**src/verilog/lb_pkg.sv**
```systemverilog
/*
 * Local-bus slave shared definitions
 * Address layout union, request and command structs,
 * read-map constants and identification words
 */
package lb_pkg;

	// ----------------------------------------
	// Bus geometry
	localparam int lb_addr_w = 24;
	localparam int lb_data_w = 32;

	// Upper address byte picks the page
	typedef logic [7:0] lb_page_t;

	// Register view, page 0 holds two banks of 16 words
	typedef struct packed {
		lb_page_t page;
		logic [10:0] unused;
		logic bank;
		logic [3:0] idx;
	} lb_reg_view_t;

	// Mirror view, page 5 is a flat word space
	typedef struct packed {
		lb_page_t page;
		logic [15:0] offset;
	} lb_mirror_view_t;

	// Same 24 address bits, decoded either way
	typedef union packed {
		lb_reg_view_t regs;
		lb_mirror_view_t mirror;
	} lb_addr_u;

	// Raw bus request as sampled from the pins
	typedef struct packed {
		logic strobe;
		logic rd;
		lb_addr_u addr;
		logic [lb_data_w-1:0] wdata;
	} lb_req_t;

	// Decoded command, flags are one-hot or all clear
	typedef struct packed {
		logic rd_bank0;
		logic rd_bank1;
		logic rd_mirror;
		logic rd_unmapped;
		logic wr_local;
		logic [4:0] wr_index;
		logic [3:0] reg_index;
		logic [15:0] mirror_offset;
		logic [lb_data_w-1:0] wdata;
	} lb_cmd_t;

	// ----------------------------------------
	// Address map
	localparam lb_page_t page_regs = 8'h00;
	localparam lb_page_t page_local = 8'h05;
	localparam logic [lb_data_w-1:0] unmapped_value = 32'hdeadbeef;

	// "Hello world!(::)", word 0 first
	localparam logic [3:0][lb_data_w-1:0] ident_words = {"(::)", "rld!", "o wo", "Hell"};

	// Bank-0 register indices past the identification words
	localparam logic [3:0] rd_fault = 4'd4;
	localparam logic [3:0] rd_uptime = 4'd5;
	localparam logic [3:0] rd_misc = 4'd6;
	localparam logic [3:0] rd_duty = 4'd7;

	// Direct write indices on page 5
	localparam logic [4:0] wr_led_user = 5'd1;
	localparam logic [4:0] wr_led1_df = 5'd2;
	localparam logic [4:0] wr_led2_df = 5'd3;
	localparam logic [4:0] wr_misc = 5'd8;

	// Per-category event statistics
	localparam int num_categories = 16;
	localparam int cat_count_w = 20;

endpackage

```
**src/verilog/lb_control_regs.sv**
```systemverilog
/*
 * Control registers and mirror memory
 * Direct writes, 32-bit mirror RAM, LED PWM with
 * uptime tick, and the bank-0 read register
 */
module lb_control_regs #(
	parameter int pwm_width = 10,
	parameter int mirror_aw = 5,
	parameter logic [7:0] misc_config_default = 8'h00
) (
	input logic clk,
	input logic rst_n,
	input lb_pkg::lb_cmd_t cmd,
	input logic [15:0] fault_count,
	input logic [31:0] uptime,
	output logic [lb_pkg::lb_data_w-1:0] bank0_data,
	output logic [lb_pkg::lb_data_w-1:0] mirror_data,
	output logic uptime_tick,
	output logic [1:0] led_user_mode,
	output logic led1,
	output logic led2,
	output logic [7:0] misc_config
);
	import lb_pkg::*;

	// Duty factors, 8 bits each
	logic [7:0] led1_df;
	logic [7:0] led2_df;

	// Mirror of every page-5 write
	logic [lb_data_w-1:0] mirror_mem [2**mirror_aw];
	logic [mirror_aw-1:0] mirror_addr;

	// Free-running PWM phase
	logic [pwm_width-1:0] pwm_cnt;

	// Offset wraps modulo mirror depth
	assign mirror_addr = cmd.mirror_offset[mirror_aw-1:0];

	// ----------------------------------------
	// Direct writes
	always_ff @(posedge clk or negedge rst_n) begin
		if (!rst_n) begin
			led_user_mode <= '0;
			led1_df <= '0;
			led2_df <= '0;
			misc_config <= misc_config_default;
		end else if (cmd.wr_local) begin
			case (cmd.wr_index)
				wr_led_user: led_user_mode <= cmd.wdata[1:0];
				wr_led1_df: led1_df <= cmd.wdata[7:0];
				wr_led2_df: led2_df <= cmd.wdata[7:0];
				wr_misc: misc_config <= cmd.wdata[7:0];
				default: ;
			endcase
		end
	end

	// ----------------------------------------
	// Mirror RAM and bank-0 first read stage
	always_ff @(posedge clk) begin
		// Every local write lands here as well
		if (cmd.wr_local) begin
			mirror_mem[mirror_addr] <= cmd.wdata;
		end
		if (cmd.rd_mirror) begin
			mirror_data <= mirror_mem[mirror_addr];
		end
		if (cmd.rd_bank0) begin
			case (cmd.reg_index)
				4'd0, 4'd1, 4'd2, 4'd3: bank0_data <= ident_words[cmd.reg_index[1:0]];
				rd_fault: bank0_data <= {16'h0000, fault_count};
				rd_uptime: bank0_data <= uptime;
				rd_misc: bank0_data <= {24'h000000, misc_config};
				// led2 high byte, led1 low byte
				rd_duty: bank0_data <= {16'h0000, led2_df, led1_df};
				default: bank0_data <= '0;
			endcase
		end
	end

	// ----------------------------------------
	// LED PWM
	// Carry out of the phase counter is the uptime tick
	always_ff @(posedge clk or negedge rst_n) begin
		if (!rst_n) begin
			pwm_cnt <= '0;
			uptime_tick <= 1'b0;
			led1 <= 1'b0;
			led2 <= 1'b0;
		end else begin
			{uptime_tick, pwm_cnt} <= pwm_cnt + 1'b1;
			// High for 4x duty counts of each period
			led1 <= pwm_cnt < {led1_df, 2'b00};
			led2 <= pwm_cnt < {led2_df, 2'b00};
		end
	end

endmodule

```
**src/verilog/lb_decode.sv**
```systemverilog
/*
 * Local-bus request decoder
 * Turns one request into the one-hot command used by
 * the execute and result stages, purely combinational
 */
module lb_decode (
	input lb_pkg::lb_req_t req,
	output lb_pkg::lb_cmd_t cmd
);
	import lb_pkg::*;

	// Request qualifiers
	logic is_rd;
	logic is_wr;

	// Page hits, taken from the register view
	logic hit_regs;
	logic hit_local;

	assign is_rd = req.strobe & req.rd;
	assign is_wr = req.strobe & ~req.rd;

	assign hit_regs = (req.addr.regs.page == page_regs);
	assign hit_local = (req.addr.mirror.page == page_local);

	// ----------------------------------------
	// Read flags
	always_comb begin
		cmd.rd_bank0 = 1'b0;
		cmd.rd_bank1 = 1'b0;
		cmd.rd_mirror = 1'b0;
		cmd.rd_unmapped = 1'b0;
		if (is_rd) begin
			if (hit_regs) begin
				// Bank bit splits page 0 into two 16-word banks
				cmd.rd_bank0 = ~req.addr.regs.bank;
				cmd.rd_bank1 = req.addr.regs.bank;
			end else if (hit_local) begin
				cmd.rd_mirror = 1'b1;
			end else begin
				// Anything else answers with the filler word
				cmd.rd_unmapped = 1'b1;
			end
		end
	end

	// ----------------------------------------
	// Write flag and fields
	// Direct writes only land on page 5
	assign cmd.wr_local = is_wr & hit_local;

	// Control register index is the low offset bits
	assign cmd.wr_index = req.addr.mirror.offset[4:0];

	// Register view index for bank reads
	assign cmd.reg_index = req.addr.regs.idx;

	// Full word offset, the mirror trims it to its own depth
	assign cmd.mirror_offset = req.addr.mirror.offset;

	assign cmd.wdata = req.wdata;

endmodule

```
**src/verilog/lb_read_mux.sv**
```systemverilog
/*
 * Second read stage
 * Picks the page result for the delayed read flags and
 * pulses the read-valid flag
 */
module lb_read_mux (
	input logic clk,
	input logic rst_n,
	input lb_pkg::lb_cmd_t cmd,
	input logic [lb_pkg::lb_data_w-1:0] bank0_data,
	input logic [lb_pkg::lb_data_w-1:0] bank1_data,
	input logic [lb_pkg::lb_data_w-1:0] mirror_data,
	output logic [lb_pkg::lb_data_w-1:0] lb_rdata,
	output logic lb_rvalid
);
	import lb_pkg::*;

	// Read flags, one cycle behind the request
	logic rd_bank0_q;
	logic rd_bank1_q;
	logic rd_mirror_q;
	logic rd_unmapped_q;

	// Any read in the first stage
	logic rd_any_q;

	// Page result before the output register
	logic [lb_data_w-1:0] rd_sel;

	// ----------------------------------------
	// Flag delay, aligns with the first-stage data
	always_ff @(posedge clk or negedge rst_n) begin
		if (!rst_n) begin
			rd_bank0_q <= 1'b0;
			rd_bank1_q <= 1'b0;
			rd_mirror_q <= 1'b0;
			rd_unmapped_q <= 1'b0;
		end else begin
			rd_bank0_q <= cmd.rd_bank0;
			rd_bank1_q <= cmd.rd_bank1;
			rd_mirror_q <= cmd.rd_mirror;
			rd_unmapped_q <= cmd.rd_unmapped;
		end
	end

	assign rd_any_q = rd_bank0_q | rd_bank1_q | rd_mirror_q | rd_unmapped_q;

	// Flags are one-hot, unmapped pages fall through
	always_comb begin
		if (rd_bank0_q) begin
			rd_sel = bank0_data;
		end else if (rd_bank1_q) begin
			rd_sel = bank1_data;
		end else if (rd_mirror_q) begin
			rd_sel = mirror_data;
		end else begin
			rd_sel = unmapped_value;
		end
	end

	// ----------------------------------------
	// Output register, data held between reads
	always_ff @(posedge clk or negedge rst_n) begin
		if (!rst_n) begin
			lb_rdata <= '0;
			lb_rvalid <= 1'b0;
		end else begin
			lb_rvalid <= rd_any_q;
			if (rd_any_q) begin
				lb_rdata <= rd_sel;
			end
		end
	end

endmodule

```
**src/verilog/lb_slave_top.sv**
```systemverilog
/*
 * Local-bus register slave top level
 * Request packing, decode, execute and result stages
 */
module lb_slave_top #(
	parameter int pwm_width = 10,
	parameter int mirror_aw = 5,
	parameter logic [7:0] misc_config_default = 8'h00
) (
	input logic clk,
	input logic rst_n,
	input logic lb_strobe,
	input logic lb_rd,
	input logic [lb_pkg::lb_addr_w-1:0] lb_addr,
	input logic [lb_pkg::lb_data_w-1:0] lb_wdata,
	input logic xdomain_fault,
	input logic event_stb,
	input logic [3:0] event_category,
	output logic [lb_pkg::lb_data_w-1:0] lb_rdata,
	output logic lb_rvalid,
	output logic [1:0] led_user_mode,
	output logic led1,
	output logic led2,
	output logic [7:0] misc_config
);
	import lb_pkg::*;

	lb_req_t req;
	lb_cmd_t cmd;

	// Execute stage results
	logic [15:0] fault_count;
	logic [31:0] uptime;
	logic uptime_tick;
	logic [lb_data_w-1:0] bank0_data;
	logic [lb_data_w-1:0] bank1_data;
	logic [lb_data_w-1:0] mirror_data;

	// Bundle the pins into one request
	assign req.strobe = lb_strobe;
	assign req.rd = lb_rd;
	assign req.addr = lb_addr;
	assign req.wdata = lb_wdata;

	lb_decode lb_decode_i (
		.req(req),
		.cmd(cmd)
	);

	lb_status_counters lb_status_counters_i (
		.clk(clk), .rst_n(rst_n), .cmd(cmd),
		.xdomain_fault(xdomain_fault), .event_stb(event_stb),
		.event_category(event_category), .uptime_tick(uptime_tick),
		.fault_count(fault_count), .uptime(uptime), .bank1_data(bank1_data)
	);

	lb_control_regs #(
		.pwm_width(pwm_width), .mirror_aw(mirror_aw),
		.misc_config_default(misc_config_default)
	) lb_control_regs_i (
		.clk(clk), .rst_n(rst_n), .cmd(cmd),
		.fault_count(fault_count), .uptime(uptime),
		.bank0_data(bank0_data), .mirror_data(mirror_data), .uptime_tick(uptime_tick),
		.led_user_mode(led_user_mode), .led1(led1), .led2(led2), .misc_config(misc_config)
	);

	lb_read_mux lb_read_mux_i (
		.clk(clk), .rst_n(rst_n), .cmd(cmd),
		.bank0_data(bank0_data), .bank1_data(bank1_data), .mirror_data(mirror_data),
		.lb_rdata(lb_rdata), .lb_rvalid(lb_rvalid)
	);

endmodule

```
**src/verilog/lb_status_counters.sv**
```systemverilog
/*
 * Status counters
 * Cross-domain fault count, uptime, per-category event
 * counters and the bank-1 read register
 */
module lb_status_counters (
	input logic clk,
	input logic rst_n,
	input lb_pkg::lb_cmd_t cmd,
	input logic xdomain_fault,
	input logic event_stb,
	input logic [3:0] event_category,
	input logic uptime_tick,
	output logic [15:0] fault_count,
	output logic [31:0] uptime,
	output logic [lb_pkg::lb_data_w-1:0] bank1_data
);
	import lb_pkg::*;

	// One wrapping counter per event category
	logic [cat_count_w-1:0] cat_count [num_categories];

	// ----------------------------------------
	// Fault and uptime counters
	always_ff @(posedge clk or negedge rst_n) begin
		if (!rst_n) begin
			fault_count <= '0;
			uptime <= '0;
		end else begin
			// Expect a burst of faults while clocks come up
			if (xdomain_fault) begin
				fault_count <= fault_count + 16'd1;
			end
			// One step per PWM period
			if (uptime_tick) begin
				uptime <= uptime + 32'd1;
			end
		end
	end

	// ----------------------------------------
	// Event statistics
	always_ff @(posedge clk or negedge rst_n) begin
		if (!rst_n) begin
			for (int i = 0; i < num_categories; i++) begin
				cat_count[i] <= '0;
			end
		end else if (event_stb) begin
			// Only the strobed category moves, wraps at 2^20
			cat_count[event_category] <= cat_count[event_category] + cat_count_w'(1);
		end
	end

	// ----------------------------------------
	// First read stage for bank 1
	// Counter picked by register index, upper bits zero
	always_ff @(posedge clk) begin
		if (cmd.rd_bank1) begin
			bank1_data <= {{(lb_data_w-cat_count_w){1'b0}}, cat_count[cmd.reg_index]};
		end
	end

endmodule
```
**config.mk**
```make
export PLATFORM = sky130hd
export DESIGN_NAME = lb_slave_top
export DESIGN_NICKNAME = d
export VERILOG_FILES = /design/src/verilog/lb_pkg.sv /design/src/verilog/lb_control_regs.sv /design/src/verilog/lb_decode.sv /design/src/verilog/lb_read_mux.sv /design/src/verilog/lb_slave_top.sv /design/src/verilog/lb_status_counters.sv
export SDC_FILE = /design/constraint.sdc
export NUM_CORES = 2
export LEC_CHECK = 0
export BUFFER_PORTS_ARGS = -buffer_cell sky130_fd_sc_hd__buf_2
export CAP_MARGIN = 5
export CORE_MARGIN = 1
export CORE_UTILIZATION = 55
export CTS_CLUSTER_SIZE = 8
export DETAILED_ROUTE_END_ITERATION = 10
export GPL_TIMING_DRIVEN = 0
export HOLD_SLACK_MARGIN = 0.03
export PLACE_DENSITY = 0.77
export SYNTH_ARGS = -nofsm -noshare
export SYNTH_HDL_FRONTEND = slang
export SYNTH_SLANG_ARGS = --single-unit
```
**constraint.sdc**
```tcl
create_clock -name clk -period 3.2 [get_ports clk]
set_input_delay 0.16 -clock clk [delete_from_list [all_inputs] [get_ports clk]]
set_output_delay 0.16 -clock clk [all_outputs]
set_load 0.01 [all_outputs]
```
==> After elaboration in Yosys (flattened, before gate mapping) <==
Memory sizes are Yosys's and may differ from the RTL's. A register that Yosys moved wholly into a read port is not among the register bits.
Index checks and enable logic that the tools add are counted.
{ "totals": {"ramBits": 1024, "word_cells": 97, "ff_bits": 496, "output_inout_bits": 45, "mem_count": 1, "inputBits": 66} }
{ "classes": {"order_cmp": 6, "n_eq_ne": 12, "addsub": 4, "muxes": 22, "n_reduce_logical": 8, "bitwise_logic": 10} }
{ "memory_table": {"columns": ["name", "words", "width", "rd", "rd_clocked_by_memory_dff", "write_ports", "line_no", "text"], "rows": [
  ["lb_control_regs_i.mirror_mem", 32, 32, 1, 1, 1, "lb_control_regs.sv:31", "logic [lb_data_w-1:0] mirror_mem [2**mirror_aw];"]
]} }
{ "ops": {"columns": ["cell", "n"], "rows": [
  ["$bwmux W320", 1],
  ["$bmux W20 S4", 2],
  ["$pmux W32 S5", 1],
  ["$mux W32", 4],
  ["$mux W20", 5],
  ["$demux W20 S4", 1],
  ["$bmux W32 S2", 1],
  ["$add A32 B1 Y32 const B", 1],
  ["$add A20 B1 Y20 const B", 1],
  ["$lt A10 B10 Y1", 2],
  ["$add A16 B1 Y16 const B", 1],
  ["$eq A4 B3 Y1 const B", 4],
  ["$add A10 B1 Y11 const B", 1],
  ["$eq A5 B2 Y1 const B", 2],
  ["$ge A5 B5 Y1 const B", 2],
  ["$not A4 Y5", 2],
  ["$eq A4 B2 Y1 const B", 2],
  ["$eq A8 B3 Y1 const B", 1],
  ["$logic_not A8 Y1", 1],
  ["$reduce_and A2 Y1", 4],
  ["$eq A5 B1 Y1 const B", 1],
  ["$eq A5 B4 Y1 const B", 1],
  ["$lt A5 B1 Y1 const B", 1],
  ["$eq A4 B1 Y1 const B", 1],
  ["other kinds (10)", 19]
]} }

==> Longest topological paths before layout <==
{ "depth": {"word_depth": 6, "mapped_depth": 15, "mapped_depth_nobuf": 10} }

==> Cells and area by module <==
From an unflattened synthesis, not the netlist that was laid out.
{ "hier_totals": {"cells_unflattened": 4674, "area_unflattened_um2": 67358.4} }
{ "by_module_without_submodules": {"columns": ["module", "cells_each", "instances", "area_each_um2", "seq_area_each_um2"], "rows": [
  ["lb_control_regs", 2400, 1, 43424.1, 33647.3],
  ["lb_status_counters", 1971, 1, 21403.0, 9809.4],
  ["lb_read_mux", 233, 1, 2009.4, 925.9],
  ["lb_decode", 70, 1, 521.8, 0.0]
]} }

==> Least setup slack after synthesis <==
OpenSTA, ideal clock, no wires.
{ "synth_timing": {"kind": "input to register", "startpoint": "in lb_addr[21] (netlist name)", "endpoint": "reg lb_control_regs_i.bank0_data[0] (netlist name), enable pin", "setup_ps": 504, "arrival_ps": 3784, "required_ps": 2696, "n_path_buf": 0, "stages": 3, "setup_slack_ps": -1088, "cell_sequence": "nor4_1 nand2_1 nor4_1"} }
{ "synth_rtl": {"columns": ["element", "line_no", "text"], "rows": [
  ["start, declared", "lb_slave_top.sv:14", "input logic [lb_pkg::lb_addr_w-1:0] lb_addr,"],
  ["end signal, assigned", "lb_control_regs.sv:71", "4'd0, 4'd1, 4'd2, 4'd3: bank0_data <= ident_words[cmd.reg_index[1:0]];"],
  ["end signal, assigned", "lb_control_regs.sv:72", "rd_fault: bank0_data <= {16'h0000, fault_count};"],
  ["end signal, assigned", "lb_control_regs.sv:73", "rd_uptime: bank0_data <= uptime;"],
  ["end, declared", "lb_control_regs.sv:16", "output logic [lb_pkg::lb_data_w-1:0] bank0_data,"]
]} }

==> Worst setup path after layout <==
{ "layout_timing": {"startpoint": "in lb_addr[1] (netlist name)", "endpoint": "mem lb_control_regs_i.mirror_mem[13][24], enable pin"} }
{ "layout_rtl": {"columns": ["element", "line_no"], "rows": [
  ["end, declared", "lb_control_regs.sv:31"]
]} }
No word-level cell before the write port.

==> results.md <==
Synth:
- Yosys printed 0 warnings.
- sky130_fd_sc_hd__edfxtp_1 is the most common cell in the netlist.
- Of the post-synthesis cell area, the dominant cell type holds 0.519.
- Yosys attributes the largest share of cell area to sky130_fd_sc_hd__edfxtp_1 (52%), sky130_fd_sc_hd__mux4_2 (18%), sky130_fd_sc_hd__dfrtp_1 (17%), sky130_fd_sc_hd__a21oi_1 (1.6%), sky130_fd_sc_hd__nand2_1 (1.6%).
- The number of register bits inferred by synthesis is around 1,600.
- The synthesized netlist occupies a cell area of between 60,000 and 70,000 um^2.
- The leading area contributor after synthesis is sky130_fd_sc_hd__edfxtp_1.
- The fraction of the yosys area taken by sequential cells is 0.692.
- The number of synthesized flops with an enable pin is 1,108.
- When the netlist entered floorplanning its net count stood at around 3,700.
- Among all flip-flop cells after synthesis, the most frequent one is sky130_fd_sc_hd__edfxtp_1.
- The async set-reset flop share out of synthesis is 0.286.
- Sorting the synthesized cells by how often they occur yields sky130_fd_sc_hd__edfxtp_1 (1,108), sky130_fd_sc_hd__mux4_2 (499), sky130_fd_sc_hd__dfrtp_1 (444).
- The average instance area after synthesis is 17.7 um^2.
- In the synthesized netlist, the number of instances is 3,619.
- The post-synthesis cell type count is 67.

Power:
- The power density relative to cell area is 669 nW/um^2.
- Across the VDD grid, the largest voltage drop is between 0.0005 and 0.0006 V.
- In this run the static leakage power is between 20 and 30 nW.

Route:
- The sum of routed wire length over all layers is 196,000 um.
- For this run, design rule violations remaining after detail routing come to 0.
- The remaining number of nets flagged by the antenna check after routing is 0.
- The DRC violation total after the first TritonRoute iteration is about 7,100.
- The via count is between 30,000 and 40,000.
- After detailed routing, the met3 layer carries roughly 27,000 um of wire.
- After detailed routing, the average wire length per cell comes to between 30 and 40 um.
- Summed over all nets, wire length on met2 after detailed routing comes to 92,100 um.
- Using the TritonRoute via totals, the vias-per-cell ratio works out to around 7.1.
- The top routing layer in use is met5.
- The total routed wire length on the met1 layer is roughly 66,000 um.
- The pre-antenna-repair detailed-routing pass consisted of 6 iterations.

Floorplan:
- The floorplan has 124 rows.
- In this run the horizontal extent of the chip is approximately 340 um.
- The initial utilization of the core area, before any placement, comes to 0.558.
- The die boundary height is around 340 um.
- The full die area is about 120,000 um^2.
- The core region is 115,000 um^2.
- The top-level I/O count is ~110.

Timing:
- The count of pins over their slew limit came to 0.
- The final critical-path setup slack is roughly 0.017 ns.
- Setup repair after global routing could not meet its margin everywhere.
- The fmax is 314 MHz.
- The final critical path time including I/O delays and setup is around 3.2 ns.
- The worst pin sits at a relative slew slack of 0.106.
- Setup total negative slack on the finished layout was measured at 0 ns.
- The ratio of final minimum period to clock period is 0.995.
- The total setup violations reported at the end of the flow is 0.
- The clock skew is 0.0511 ns.
- The slew at the pin closest to its max-slew limit is around 1.3 ns.
- The number of hold violations in the final report is 0.

Clocking:
- TritonCTS built the clock tree.
- For the worst-skew pair, the clock arrives at the later sink with an insertion delay of just over 0.8 ns.
- The number of levels the H-tree was split into is 4.
- The number of buffers inserted during clock tree synthesis is around 210.
- Clock-pin slew was measured on the worst setup and hold paths at about 0.050 ns.
- The clock tree buffer depth is 3.
- The total clock sinks is around 1,600.
- The tree is rooted in a sky130_fd_sc_hd__clkbuf_16.

Setup path:
- The critical path starts at lb_addr[1].
- The critical path required time is between 3 and 4 ns.
- The maximum fanout encountered on the critical timing path is 19.
- The combined buffer and inverter count along the critical path is 8.
- The worst setup path is captured at a flop.
- STA classifies the critical path startpoint as a primary input.
- The signal on the critical path passes through buf_2, clkbuf_1, clkbuf_2, clkbuf_2, inv_1, ha_1, clkbuf_1, clkbuf_1, nand2_1, nor2_4, buf_12.
- Across all register-to-register paths, the minimum setup slack is ~0.06 ns.
- The arrival time of the worst setup path is roughly 3.7 ns.
- The critical path is of the primary input to flop type.
- The top cell family by delay on the critical path is buffers and inverters.
- The cell repeated most along the worst path is sky130_fd_sc_hd__clkbuf_1.
- For this design, the slowest cell found on the critical path is sky130_fd_sc_hd__nand2_1.
- The worst stage delay on the critical path is 0.52 ns.
- The logic depth of the worst register-to-register path is 11.
- The launching point of the worst reg2reg path is lb_status_counters_i.cat_count[280].
- In this run the critical register-to-register path is captured at lb_status_counters_i.cat_count[18].

Global route:
- The total overflow left after global routing is 0.
- The number of antenna violations at the first check in global routing is 12.
- The number of global-route vias before repair is 40,200.
- The largest net degree at the start of global routing is around 110.
- The overall global routing resource usage is 0.338.
- The first global-routing pass estimated 280,000 um of wire.

Finish:
- The area of all placed cells without fillers is between 70,000 and 80,000 um^2.
- The final-layout fill cell count is between 7,000 and 8,000.
- Of the cells placed in the final design, the portion with a size suffix greater than 1 is 0.267.
- The net count of the finished layout is 4,128.
- Relative to the synthesized area, the layout overhead comes to 16.2%.
- The storage element area is approximately 44,000 um^2.
- The area used by multi-input combinational logic is 18,900 um^2.

Placement:
- Buffers placed on the I/O ports in this run total 94.
- In this run the cell area measured after placement is 67,700 um^2.
- At the end of routability-driven placement, the weighted congestion stood at approximately 0.94.
- Once detailed placement completed, the half-perimeter wirelength came to about 120,000 um.
- OpenSTA, run right after detailed placement, puts the worst setup slack at -1.60 ns.

Hold path:
- Counting instances, the worst hold path has a depth of 4.
- The worst hold path begins at lb_addr[1].
- In this run the worst hold path is classified as primary input to flop.
- The path with the worst hold slack has its endpoint at lb_control_regs_i.bank0_data[27].

Flow run:
- The tool flagged a number of max-cap violations equal to 0.

Run status:
- The run finished with clean final reports.
[state kept, by name, summed over array words and instances (netlist names)]
register and count:
lb_read_mux_i.lb_rdata 32, lb_control_regs_i.led1 1, lb_read_mux_i.rd_unmapped_q 1, lb_control_regs_i.mirror_data 32, lb_control_regs_i.led2_df 8, lb_status_counters_i.bank1_data 20, lb_status_counters_i.uptime 32, lb_control_regs_i.led2 1
lb_control_regs_i.uptime_tick 1, lb_read_mux_i.rd_mirror_q 1, lb_control_regs_i.led1_df 8, lb_control_regs_i.led_user_mode 2, lb_status_counters_i.fault_count 16, lb_control_regs_i.bank0_data 32, lb_read_mux_i.rd_bank0_q 1, lb_status_counters_i.cat_count 320
lb_read_mux_i.lb_rvalid 1, lb_control_regs_i.mirror_mem 1024, lb_read_mux_i.rd_bank1_q 1, lb_control_regs_i.pwm_cnt 10, lb_control_regs_i.misc_config 8
[worst reg2reg max path, cell delays in order, from the launching register on]
cell                       delay [ns]
sky130_fd_sc_hd__dfrtp_1         0.36
sky130_fd_sc_hd__mux4_2          0.24
sky130_fd_sc_hd__a22oi_1         0.11
sky130_fd_sc_hd__nand2_4         0.25
sky130_fd_sc_hd__ha_1            0.25
sky130_fd_sc_hd__nand2_1         0.13
sky130_fd_sc_hd__nand4b_4        0.23
sky130_fd_sc_hd__nor3_4          0.33
sky130_fd_sc_hd__nand4_1         0.35
sky130_fd_sc_hd__xnor2_4         0.37
sky130_fd_sc_hd__buf_4           0.25
sky130_fd_sc_hd__a21oi_1         0.10
[worst max-delay path by stage]
stage	to	slack (ns)	cells past startpoint
floorplan	lb_control_regs_i.mirror_mem[30][0]	-0.44	9
global placement	lb_status_counters_i.cat_count[205]	-7.14	1
detailed placement	lb_control_regs_i.mirror_mem[18][19]	-1.60	11
CTS	lb_control_regs_i.mirror_data[24]	0.007	8
global route	lb_status_counters_i.cat_count[18]	-0.1	11
finish	lb_control_regs_i.mirror_mem[13][24]	0.02	11
[cell usage in the layout (no fill, tap or decap), types with 14 or more instances in the layout]
cell type / n
sky130_fd_sc_hd__a21oi_1: 207
sky130_fd_sc_hd__dlygate4sd3_1: 48
sky130_fd_sc_hd__clkbuf_1: 202
sky130_fd_sc_hd__clkbuf_2: 21
sky130_fd_sc_hd__dfrtp_1: 444
sky130_fd_sc_hd__inv_1: 33
sky130_fd_sc_hd__xor2_1: 19
sky130_fd_sc_hd__buf_12: 42
sky130_fd_sc_hd__nor2_4: 24
sky130_fd_sc_hd__buf_4: 18
sky130_fd_sc_hd__xnor2_1: 41
sky130_fd_sc_hd__nand2_1: 269
sky130_fd_sc_hd__ha_1: 22
sky130_fd_sc_hd__and3_1: 14
sky130_fd_sc_hd__edfxtp_1: 1108
sky130_fd_sc_hd__mux4_2: 499
sky130_fd_sc_hd__a22oi_1: 51
sky130_fd_sc_hd__nand3_1: 49
sky130_fd_sc_hd__o22ai_1: 34
sky130_fd_sc_hd__buf_1: 15
sky130_fd_sc_hd__clkbuf_16: 213
sky130_fd_sc_hd__mux2_2: 64
sky130_fd_sc_hd__buf_2: 114
sky130_fd_sc_hd__o21ai_0: 135
sky130_fd_sc_hd__nor2_1: 227
[cells by family (layout without fill, tap and decap cells)]
logic type,after synthesis,after routing,synth area share
AO/OA/AOI/OAI,468,468,0.0414
AND/OR/NAND/NOR,664,665,0.0447
adder cells (fa/ha/maj),22,22,0.00429
other,0,6,0
XOR/XNOR,72,72,0.0113
flip-flops,1552,1552,0.692
multiplexers,567,567,0.188
buffers and inverters,274,768,0.0188
[metal layers]
layer,vias to the layer above,global-route usage
met3,777,0.0946
met5,-,0
met1,20300,0.445
met2,3652,0.518
met4,8,0.177
li1,15100,-
[area by class of cell]
type / count / share of cell area
Sequential cell: 1552 / 0.595
Multi-Input combinational cell: 1794 / 0.253
Inverter: 39 / 0.00196
Antenna cell: 6 / 0.000201
Clock inverter: 13 / 0.00394
Buffer: 234 / 0.0157
Clock buffer: 274 / 0.0745
Tap cell: 1512 / 0.0254
Timing Repair Buffer: 208 / 0.0301
[power breakdown]
| part | total, mW | internal (mW) | leakage, nW | switching [mW] |
|---|---|---|---|---|
| clock | 20.6 | 12.0 | 2.82 | 8.60 |
| combinational | 5.52 | 2.53 | 8.13 | 2.99 |
| sequential | 23.8 | 22.8 | 15.4 | 0.944 |
[per-stage QoR]
step / util / hold slack (ns) / total power, mW / std cells
2_1_floorplan: - / -0.136 / 27.4 / 3619
3_3_place_gp: 0.579 / 0.409 / 29.0 / 5225
3_5_place_dp: 0.589 / 0.0810 / 29.3 / 5268
4_1_cts: 0.647 / 0.0475 / 49.6 / 5619
5_1_grt: 0.649 / 0.101 / 51.1 / 5628
6_report: 0.649 / 0.0881 / 49.9 / 5632
[repair_timing]
action                                 in CTS  in global routing
endpoints found under the hold margin    1214                  0
buffers inserted                           15                  4
gates cloned                                1                  0
pin swaps                                  16                  5
hold buffers                               49                  0
resized for setup                          38                 36
setup endpoints to repair                 745                679
Note: power is estimated with default switching activity, not from simulation.
